File: config.mk
export PLATFORM = sky130hd
export DESIGN_NAME = fe_top
export DESIGN_NICKNAME = d
export VERILOG_FILES = /design/src/fe_pkg.sv /design/src/fe_ctrl.sv /design/src/fe_imem.sv /design/src/fe_msg_former.sv /design/src/fe_pc_gen.sv /design/src/fe_stage_reg.sv /design/src/fe_top.sv
export VERILOG_INCLUDE_DIRS = /design/src
export SDC_FILE = /design/constraint.sdc
export NUM_CORES = 2
export LEC_CHECK = 0
export BUFFER_PORTS_ARGS = -buffer_cell sky130_fd_sc_hd__buf_2
export CAP_MARGIN = 20
export CORE_MARGIN = 3
export CORE_UTILIZATION = 60
export DETAILED_ROUTE_END_ITERATION = 7
export PLACE_DENSITY = 0.76
export SETUP_SLACK_MARGIN = 0.1
export SLEW_MARGIN = 20
export SYNTH_ARGS = -nofsm -noshare
export SYNTH_HDL_FRONTEND = slang
export SYNTH_SLANG_ARGS = --single-unit
File: constraint.sdc
create_clock -name clk_i -period 7.6 [get_ports clk_i]
set_clock_uncertainty 0.05 [all_clocks]
set_input_delay 0.76 -clock clk_i [delete_from_list [all_inputs] [get_ports clk_i]]
set_output_delay 0.76 -clock clk_i [all_outputs]
set_load 0.02 [all_outputs]
File: src/fe_consts.svh
`ifndef FE_CONSTS_SVH
`define FE_CONSTS_SVH

// Virtual PC width
`define FE_VADDR_WIDTH 16

// Instruction word width
`define FE_INSTR_WIDTH 32

// Instruction memory geometry, in 32-bit words
`define FE_IMEM_WORDS 64
`define FE_IMEM_ADDR_WIDTH 6

// Sequential fetch increment in bytes
`define FE_PC_STEP 4

`endif

File: src/fe_pkg.sv
`include "fe_consts.svh"

package fe_pkg;

  // Commands from the back end
  typedef enum logic [1:0]
  {
    e_op_pc_redirect = 2'd0,
    e_op_imem_fill   = 2'd1,
    e_op_wait        = 2'd2
  } fe_cmd_opcode_e;

  // vaddr is the redirect target, or the byte address of the fill word
  typedef struct packed
  {
    fe_cmd_opcode_e              opcode;
    logic [`FE_VADDR_WIDTH-1:0]  vaddr;
    logic [`FE_INSTR_WIDTH-1:0]  instr;
  } fe_cmd_s;

  typedef enum logic
  {
    e_fe_fetch     = 1'b0,
    e_fe_exception = 1'b1
  } fe_msg_type_e;

  typedef enum logic
  {
    e_instr_misaligned   = 1'b0,
    e_instr_access_fault = 1'b1
  } fe_exc_code_e;

  typedef struct packed
  {
    fe_msg_type_e                msg_type;
    fe_exc_code_e                exc_code;
    logic [`FE_VADDR_WIDTH-1:0]  pc;
    logic [`FE_INSTR_WIDTH-1:0]  instr;
  } fe_queue_s;

  typedef enum logic [1:0]
  {
    e_wait  = 2'd0,
    e_run   = 2'd1,
    e_stall = 2'd2
  } fe_state_e;

  typedef struct packed
  {
    logic [`FE_VADDR_WIDTH-1:0]  pc;
  } fe_if1_s;

  typedef struct packed
  {
    logic [`FE_VADDR_WIDTH-1:0]  pc;
    logic                        misaligned;
    logic                        out_of_range;
  } fe_if2_s;

  typedef struct packed
  {
    logic                        v;
    logic [`FE_VADDR_WIDTH-1:0]  pc;
  } fe_redirect_s;

endpackage

File: src/fe_ctrl.sv
`timescale 1ns/1ps
`include "fe_consts.svh"

module fe_ctrl
  (input  logic                               clk_i
   , input  logic                             reset_i
   , input  fe_pkg::fe_cmd_s                  fe_cmd_i
   , input  logic                             fe_cmd_v_i
   , output logic                             fe_cmd_yumi_o
   , input  logic                             fetch_done_i
   , input  logic                             exception_done_i
   , input  logic                             fetch_fail_i
   , input  logic [`FE_VADDR_WIDTH-1:0]       if1_pc_i
   , input  logic                             if1_v_i
   , input  logic [`FE_VADDR_WIDTH-1:0]       if2_pc_i
   , input  logic                             if2_v_i
   , input  logic                             fe_queue_ready_i
   , output fe_pkg::fe_redirect_s             redirect_o
   , output logic                             fetch_en_o
   // Bit 0 flushes IF1, bit 1 flushes IF2
   , output logic [1:0]                       flush_o
   , output logic                             fill_v_o
   , output logic [`FE_IMEM_ADDR_WIDTH-1:0]   fill_addr_o
   , output logic [`FE_INSTR_WIDTH-1:0]       fill_data_o
   );

  fe_pkg::fe_state_e state_r, state_n;
  logic [`FE_VADDR_WIDTH-1:0] resume_r, resume_n;
  logic cmd_v, redirect_cmd, fill_cmd, wait_cmd;
  logic resume_go, if2_pending, resume_en, kill;

  // Every command is taken in the cycle it shows up
  assign fe_cmd_yumi_o = fe_cmd_v_i & ~reset_i;
  assign cmd_v         = fe_cmd_yumi_o;

  assign redirect_cmd = cmd_v & (fe_cmd_i.opcode == fe_pkg::e_op_pc_redirect);
  assign fill_cmd     = cmd_v & (fe_cmd_i.opcode == fe_pkg::e_op_imem_fill);
  assign wait_cmd     = cmd_v & (fe_cmd_i.opcode == fe_pkg::e_op_wait);

  // A pending command delays the replay by a cycle
  assign resume_go   = (state_r == fe_pkg::e_stall) & fe_queue_ready_i & ~cmd_v;
  assign if2_pending = if2_v_i & ~fetch_done_i & ~exception_done_i;

  always_comb
  begin
    case (state_r)
      fe_pkg::e_wait:
        state_n = redirect_cmd ? fe_pkg::e_run : fe_pkg::e_wait;
      fe_pkg::e_run:
        if (redirect_cmd)
          state_n = fe_pkg::e_run;
        else if (wait_cmd || exception_done_i)
          state_n = fe_pkg::e_wait;
        else if (fill_cmd || fetch_fail_i)
          state_n = fe_pkg::e_stall;
        else
          state_n = fe_pkg::e_run;
      fe_pkg::e_stall:
        if (redirect_cmd || resume_go)
          state_n = fe_pkg::e_run;
        else if (wait_cmd)
          state_n = fe_pkg::e_wait;
        else
          state_n = fe_pkg::e_stall;
      default:
        state_n = fe_pkg::e_wait;
    endcase
  end

  always_ff @(posedge clk_i)
  begin
    if (reset_i)
      state_r <= fe_pkg::e_wait;
    else
      state_r <= state_n;
  end

  // Oldest PC not yet handed to the queue
  assign resume_n  = redirect_cmd ? fe_cmd_i.vaddr : (if2_pending ? if2_pc_i : if1_pc_i);
  assign resume_en = redirect_cmd
                   | ((state_r == fe_pkg::e_run) & (fill_cmd | fetch_fail_i)
                      & (if2_pending | if1_v_i));

  always_ff @(posedge clk_i)
  begin
    if (resume_en)
      resume_r <= resume_n;
  end

  assign redirect_o = '{v: redirect_cmd | resume_go,
                        pc: redirect_cmd ? fe_cmd_i.vaddr : resume_r};
  assign fetch_en_o = (state_n == fe_pkg::e_run);

  // IF1 is refilled by the new fetch whenever fetching continues
  assign kill    = redirect_cmd | fill_cmd | wait_cmd | fetch_fail_i | exception_done_i;
  assign flush_o = {kill, kill & ~fetch_en_o};

  assign fill_v_o    = fill_cmd;
  assign fill_addr_o = fe_cmd_i.vaddr[`FE_IMEM_ADDR_WIDTH+1:2];
  assign fill_data_o = fe_cmd_i.instr;

  // Nothing is fetched or in flight unless the FSM is running
  a_idle_stages_empty : assert property (@(posedge clk_i) disable iff (reset_i)
    (state_r != fe_pkg::e_run) |-> (!if1_v_i && !if2_v_i));

endmodule

File: src/fe_imem.sv
`timescale 1ns/1ps
`include "fe_consts.svh"

module fe_imem
  (input  logic                               clk_i
   , input  logic                             reset_i
   , input  logic [`FE_VADDR_WIDTH-1:0]       rd_pc_i
   , input  logic                             fill_v_i
   , input  logic [`FE_IMEM_ADDR_WIDTH-1:0]   fill_addr_i
   , input  logic [`FE_INSTR_WIDTH-1:0]       fill_data_i
   , output logic                             misaligned_o
   , output logic                             out_of_range_o
   , output logic [`FE_INSTR_WIDTH-1:0]       instr_o
   );

  logic [`FE_INSTR_WIDTH-1:0] mem [`FE_IMEM_WORDS];

  logic [`FE_VADDR_WIDTH-3:0]    word_idx;
  logic [`FE_IMEM_ADDR_WIDTH-1:0] rd_addr;
  logic [`FE_INSTR_WIDTH-1:0]    rd_data_r;
  logic                          rd_v_r;

  assign word_idx       = rd_pc_i[`FE_VADDR_WIDTH-1:2];
  assign rd_addr        = word_idx[`FE_IMEM_ADDR_WIDTH-1:0];
  assign misaligned_o   = |rd_pc_i[1:0];
  assign out_of_range_o = (word_idx >= `FE_IMEM_WORDS);

  always_ff @(posedge clk_i)
  begin
    if (fill_v_i)
      mem[fill_addr_i] <= fill_data_i;
  end

  // Read first, a fill to the same word shows up on the next read
  always_ff @(posedge clk_i)
  begin
    if (!out_of_range_o)
      rd_data_r <= mem[rd_addr];
  end

  always_ff @(posedge clk_i)
  begin
    if (reset_i)
      rd_v_r <= 1'b0;
    else
      rd_v_r <= ~out_of_range_o;
  end

  // Skipped reads return zero
  assign instr_o = rd_v_r ? rd_data_r : '0;

endmodule

File: src/fe_msg_former.sv
`timescale 1ns/1ps
`include "fe_consts.svh"

module fe_msg_former
  (input  logic                           if2_v_i
   , input  fe_pkg::fe_if2_s              if2_i
   , input  logic [`FE_INSTR_WIDTH-1:0]   instr_i
   , input  logic                         fe_queue_ready_i
   , output fe_pkg::fe_queue_s            fe_queue_o
   , output logic                         fe_queue_v_o
   , output logic                         fetch_done_o
   , output logic                         exception_done_o
   , output logic                         fetch_fail_o
   );

  logic is_exc;

  assign is_exc = if2_i.misaligned | if2_i.out_of_range;

  always_comb
  begin
    fe_queue_o    = '0;
    fe_queue_o.pc = if2_i.pc;
    if (is_exc)
    begin
      fe_queue_o.msg_type = fe_pkg::e_fe_exception;
      // Misalignment wins when both checks trip
      fe_queue_o.exc_code = if2_i.misaligned ? fe_pkg::e_instr_misaligned
                                             : fe_pkg::e_instr_access_fault;
    end
    else
    begin
      fe_queue_o.msg_type = fe_pkg::e_fe_fetch;
      fe_queue_o.instr    = instr_i;
    end
  end

  assign fe_queue_v_o     = if2_v_i & fe_queue_ready_i;
  assign fetch_done_o     = fe_queue_v_o & ~is_exc;
  assign exception_done_o = fe_queue_v_o & is_exc;
  assign fetch_fail_o     = if2_v_i & ~fe_queue_ready_i;

endmodule

File: src/fe_pc_gen.sv
`timescale 1ns/1ps
`include "fe_consts.svh"

module fe_pc_gen
  (input  logic                           clk_i
   , input  logic                         reset_i
   , input  fe_pkg::fe_redirect_s         redirect_i
   , input  logic                         fetch_en_i
   , output logic [`FE_VADDR_WIDTH-1:0]   next_pc_o
   );

  localparam logic [`FE_VADDR_WIDTH-1:0] pc_step_lp = `FE_PC_STEP;

  // Last PC issued into IF1
  logic [`FE_VADDR_WIDTH-1:0] pc_r;

  always_comb
  begin
    if (redirect_i.v)
      next_pc_o = redirect_i.pc;
    else
      next_pc_o = pc_r + pc_step_lp;
  end

  always_ff @(posedge clk_i)
  begin
    if (reset_i)
      pc_r <= '0;
    else if (fetch_en_i)
      pc_r <= next_pc_o;
  end

endmodule

File: src/fe_stage_reg.sv
`timescale 1ns/1ps

module fe_stage_reg
  #(parameter type payload_t = logic)
  (input  logic        clk_i
   , input  logic      reset_i
   , input  logic      v_i
   , input  payload_t  data_i
   , input  logic      flush_i
   , output logic      v_o
   , output payload_t  data_o
   );

  logic     v_r;
  payload_t data_r;

  always_ff @(posedge clk_i)
  begin
    if (reset_i)
      v_r <= 1'b0;
    else
      v_r <= v_i & ~flush_i;
  end

  // Payload only moves with a valid item
  always_ff @(posedge clk_i)
  begin
    if (v_i)
      data_r <= data_i;
  end

  assign v_o    = v_r;
  assign data_o = data_r;

  a_data_known : assert property (@(posedge clk_i) disable iff (reset_i)
    v_o |-> !$isunknown(data_o));

endmodule

File: src/fe_top.sv
`timescale 1ns/1ps
`include "fe_consts.svh"

module fe_top
  (input  logic                 clk_i
   , input  logic               reset_i
   , input  fe_pkg::fe_cmd_s    fe_cmd_i
   , input  logic               fe_cmd_v_i
   , output logic               fe_cmd_yumi_o
   , output fe_pkg::fe_queue_s  fe_queue_o
   , output logic               fe_queue_v_o
   , input  logic               fe_queue_ready_i
   );

  fe_pkg::fe_redirect_s redirect;
  logic fetch_en;
  logic [1:0] flush;
  logic fill_v;
  logic [`FE_IMEM_ADDR_WIDTH-1:0] fill_addr;
  logic [`FE_INSTR_WIDTH-1:0] fill_data;
  logic [`FE_VADDR_WIDTH-1:0] next_pc;

  fe_pkg::fe_if1_s if1_n, if1_q;
  fe_pkg::fe_if2_s if2_n, if2_q;
  logic if1_v, if2_v;

  logic imem_misaligned, imem_out_of_range;
  logic [`FE_INSTR_WIDTH-1:0] imem_instr;
  logic fetch_done, exception_done, fetch_fail;

  fe_ctrl ctrl
    (.clk_i(clk_i)
     ,.reset_i(reset_i)
     ,.fe_cmd_i(fe_cmd_i)
     ,.fe_cmd_v_i(fe_cmd_v_i)
     ,.fe_cmd_yumi_o(fe_cmd_yumi_o)
     ,.fetch_done_i(fetch_done)
     ,.exception_done_i(exception_done)
     ,.fetch_fail_i(fetch_fail)
     ,.if1_pc_i(if1_q.pc)
     ,.if1_v_i(if1_v)
     ,.if2_pc_i(if2_q.pc)
     ,.if2_v_i(if2_v)
     ,.fe_queue_ready_i(fe_queue_ready_i)
     ,.redirect_o(redirect)
     ,.fetch_en_o(fetch_en)
     ,.flush_o(flush)
     ,.fill_v_o(fill_v)
     ,.fill_addr_o(fill_addr)
     ,.fill_data_o(fill_data)
     );

  // IF0
  fe_pc_gen pc_gen
    (.clk_i(clk_i)
     ,.reset_i(reset_i)
     ,.redirect_i(redirect)
     ,.fetch_en_i(fetch_en)
     ,.next_pc_o(next_pc)
     );

  assign if1_n = '{pc: next_pc};

  fe_stage_reg #(.payload_t(fe_pkg::fe_if1_s)) if1_reg
    (.clk_i(clk_i)
     ,.reset_i(reset_i)
     ,.v_i(fetch_en)
     ,.data_i(if1_n)
     ,.flush_i(flush[0])
     ,.v_o(if1_v)
     ,.data_o(if1_q)
     );

  // IF1 reads memory, data lands with the item in IF2
  fe_imem imem
    (.clk_i(clk_i)
     ,.reset_i(reset_i)
     ,.rd_pc_i(if1_q.pc)
     ,.fill_v_i(fill_v)
     ,.fill_addr_i(fill_addr)
     ,.fill_data_i(fill_data)
     ,.misaligned_o(imem_misaligned)
     ,.out_of_range_o(imem_out_of_range)
     ,.instr_o(imem_instr)
     );

  assign if2_n = '{pc: if1_q.pc, misaligned: imem_misaligned, out_of_range: imem_out_of_range};

  fe_stage_reg #(.payload_t(fe_pkg::fe_if2_s)) if2_reg
    (.clk_i(clk_i)
     ,.reset_i(reset_i)
     ,.v_i(if1_v)
     ,.data_i(if2_n)
     ,.flush_i(flush[1])
     ,.v_o(if2_v)
     ,.data_o(if2_q)
     );

  fe_msg_former msg_former
    (.if2_v_i(if2_v)
     ,.if2_i(if2_q)
     ,.instr_i(imem_instr)
     ,.fe_queue_ready_i(fe_queue_ready_i)
     ,.fe_queue_o(fe_queue_o)
     ,.fe_queue_v_o(fe_queue_v_o)
     ,.fetch_done_o(fetch_done)
     ,.exception_done_o(exception_done)
     ,.fetch_fail_o(fetch_fail)
     );

endmodule

==> impl_metrics.csv <==
group,metric,value,unit
outcome,outcome,"finished, final reports clean",
critical_path,r2r_cells,7,
grt,grt_overflow,0,
cts,clkSinkCount,2151,
synth,syn-num-nets,3624,
cts,cts_tree,"yes",
grt,gr-usage-met2,46.21,%
drt,via_count,39460,
critical_path,max_stage_delay,0.67,ns
grt,globalRouteMet1Util,39.70,%
final_layout,nFillCells,7946,
sta,worst_pin_slew,1.072,ns
critical_path,crit_chain,"buf_4 -> buf_4 -> buf_4 -> mux4_2 -> mux4_2 -> o22ai_1 -> nor2_1",
synth,ys_async_sr_fraction,0,%
drt,drtIter0Drc,5490,
final_layout,area_growth,11.62,%
synth,synth_edf_count,2130,
cts,cts_made_buffers,204,
floorplanning,core-area,136300,um^2
synth,yosys_warnings,0,
critical_path,worst-setup-path-type,"reg -> reg",
grt,grt_pass1_vias,40060,
placed_design,place_congestion,0.8083,
synth,synth_seq_area_share,77.74,%
sta,setup_violations,0,
critical_path,r2r_end,"imem.rd_data_r[24]",
drt,ant_nets,0,
grt,grt_pass1_wl,288.5,mm
drt,drc_errors,0,
placed_design,hpwl,98.70,mm
sta,report.final.hold_viol_count,0,
cts,cts.clk_slew.worst_paths,0.06,ns
floorplanning,start_util,60.76,%
critical_path,crit_top_cell,"buf_4",
cts,root_buffer,"clkbuf_16",
worst_hold_path,hold_path_end,"pc_gen.pc_r[11]",
synth,ys_ff_latch,2151,
floorplanning,die_area,142500,um^2
critical_path,path_max_fanout,33,
synth,ys.flop_type,"edfxtp_1",
final_layout,seq_area,64380,um^2
final_layout,fin_util,67.82,%
placed_design,dp.cells,5349,
grt,antenna_found_initial,6,
grt,grt_max_degree,131,
synth,syn-instance-count,3569,
final_layout,fin_cells,5725,
floorplanning,die_w,377.5,um
cts,postCtsHoldBufs,0,
final_layout,drive_gt1_share,29.71,%
power_and_ir_drop,cellLeakagePower,29.03,nW
critical_path,crit_arrival,4.69,ns
floorplanning,ios,106,
final_layout,multiInputGateArea,17700,um^2
worst_hold_path,hold_path.class,"in -> reg",
flow_run,maxCapViolCount,0,
grt,grt_util_met3,5.628,%
drt,drt-vias-per-instance,6.893,
cts,cts_setup_buffers,0,
critical_path,reg2reg_slack,3.41,ns
placed_design,place_ws,2.930,ns
critical_path,worstPathRequired,8.10,ns
power_and_ir_drop,p_per_area,257.6,nW/um^2
critical_path,critPathCaptureType,"flip-flop",
worst_hold_path,hold_path_startpoint,"fe_cmd_i[43]",
grt,grt_use_total,28.73,%
synth,netlist_area,82820,um^2
grt,grt.busiest_layer,"met2",
cts,clk_latency,0.83,ns
synth,yosysUniqueCellTypes,56,
floorplanning,rows,135,
drt,firstDrtPassIters,6,
final_layout,design_area,92440,um^2
worst_hold_path,hold-path-cell-count,3,
drt,routedWlPerCell,34.75,um
sta,fin_crit_sh,55.08,%
placed_design,place_area,85760,um^2
critical_path,start_kind,"flip-flop",
sta,fmax,0.2389,GHz
sta,fin_crit,4.186,ns
sta,slew_viol_final,0,
power_and_ir_drop,ir_worst_vdd,0.2186,mV
final_layout,nNetsFinal,3830,
cts,cts_htree_levels,4,
critical_path,r2r_start,"if1_reg.data_o[2]",
sta,rsz0062_at_grt,"false",
sta,setup_slack,3.414,ns
sta,setup_tns,0,ns
cts,ctsResizeCount,0,
floorplanning,die_y,377.5,um
placed_design,port_buffers,105,
cts,cts.path.max_buffers,3,
sta,slew_headroom,27.59,%
drt,routed_wl,198.9,mm
critical_path,cpMaxStageDelayCell,"buf_4",
synth,syn_area_per_cell,23.20,um^2
cells in the mapped netlist, types with 12 or more instances:
cell type	number	area, um^2
a22oi_1	41	307.8
o21ai_0	16	80.08
a211oi_1	13	97.59
mux4_2	582	13110
a211o_1	12	105.1
mux2i_1	140	1401
buf_4	54	405.4
nor2_1	116	435.4
edfxtp_1	2130	63960
o22ai_1	27	168.9
nor2b_1	20	125.1
clkbuf_1	77	289.0
buf_2	45	225.2
buf_1	12	45.04
dfxtp_1	21	420.4
and2_1	36	225.2
nand3_1	14	70.07
a21oi_1	19	95.09
a31oi_1	17	106.4
nand2_1	63	236.5
buf_6	21	236.5
report_power, final:
group          switching (mW)  internal, mW  total, mW  leakage (nW)
logic                   0.477         0.264      0.740          6.48
clock network            4.38          5.62       10.0          3.22
registers              0.0162          13.1       13.1          19.3
critical path, delay by kind of cell (launching register included):
kind / cells / cell delay, ns
AOI/OAI and AO/OA: 1 / 0.34
buffers and inverters: 3 / 1.78
DFF: 1 / 0.50
muxes: 2 / 1.06
and+or+nand+nor: 1 / 0.09
cell families after synthesis:
family          share of synthesized area [%]
compound gates                          1.447
flops                                   77.74
xor+xnor                              0.09518
mux                                     17.53
buf+inv                                 1.491
simple gates                            1.680
fa+ha+maj                             0.01511
stage by stage:
step,hold WS (ns),total power [mW]
finish,0.2040,23.82
global route,0.1975,24.41
CTS,0.1512,23.94
detailed placement,0.3983,14.06
global placement,0.3933,14.04
floorplan,0.3706,13.73
state kept, by name (all words and copies together) (netlist names):
register        count
ctrl.state_r        2
if2_reg.v_o         1
imem.rd_data_r     32
imem.rd_v_r         1
if1_reg.v_o         1
imem.mem         2048
if2_reg.data_o     18
ctrl.resume_r      16
pc_gen.pc_r        16
if1_reg.data_o     16
layout by cell type (no fill, tap or decap), types with 4 or more instances in the layout:
cell,synthesis,routed
nor2_4,0,65
xor2_1,6,6
o21ai_0,16,15
dfxtp_1,21,21
nor2_1,116,50
inv_16,0,5
mux4_2,582,582
nand2b_1,5,5
o211ai_1,4,4
clkinv_4,0,7
clkinv_2,0,47
a211oi_1,13,13
nor3_1,9,9
clkbuf_1,77,37
clkinv_8,0,4
nor2b_1,20,19
clkinv_1,0,35
nand3b_1,6,6
a22oi_1,41,41
nand4_1,5,5
nor4_1,4,4
bufinv_16,0,18
and2_1,36,36
buf_2,45,82
clkbuf_16,0,206
a221oi_1,8,8
a31oi_1,17,17
edfxtp_1,2130,2130
nand3_1,14,14
buf_12,0,10
clkinvlp_4,0,10
mux2i_1,140,140
buf_4,54,117
nand2_1,63,63
a21oi_1,19,19
inv_1,7,6
a211o_1,12,12
o22ai_1,27,27
per-layer routing:
layer,vias up,share of wire (%)
met5,-,0.0060
met4,2,4.2
li1,15600,-
met3,446,11
met2,2575,50
met1,20840,36
worst max-delay path by stage:
stage	startpoint	to	depth (start not counted)
global placement	reset_i	imem.mem[39][3]	6
CTS	if1_reg.data_o[2]	imem.rd_data_r[24]	7
global route	if1_reg.data_o[2]	imem.rd_data_r[24]	7
finish	if1_reg.data_o[2]	imem.rd_data_r[24]	7
floorplan	reset_i	imem.mem[27][0]	5
detailed placement	reset_i	imem.mem[39][3]	6
layout make-up:
| class | instances | share of cell area, % |
|---|---|---|
| sequential | 2151 | 69.64 |
| antenna | 2 | 0.005414 |
| inverter | 9 | 0.03654 |
| clock inverter | 130 | 1.414 |
| tap | 1781 | 2.411 |
| timing repair buffer | 209 | 1.611 |
| multi-input combinational | 1200 | 19.15 |
| clock buffer | 243 | 5.727 |
No activity file was read; power rests on OpenSTA's default activity.
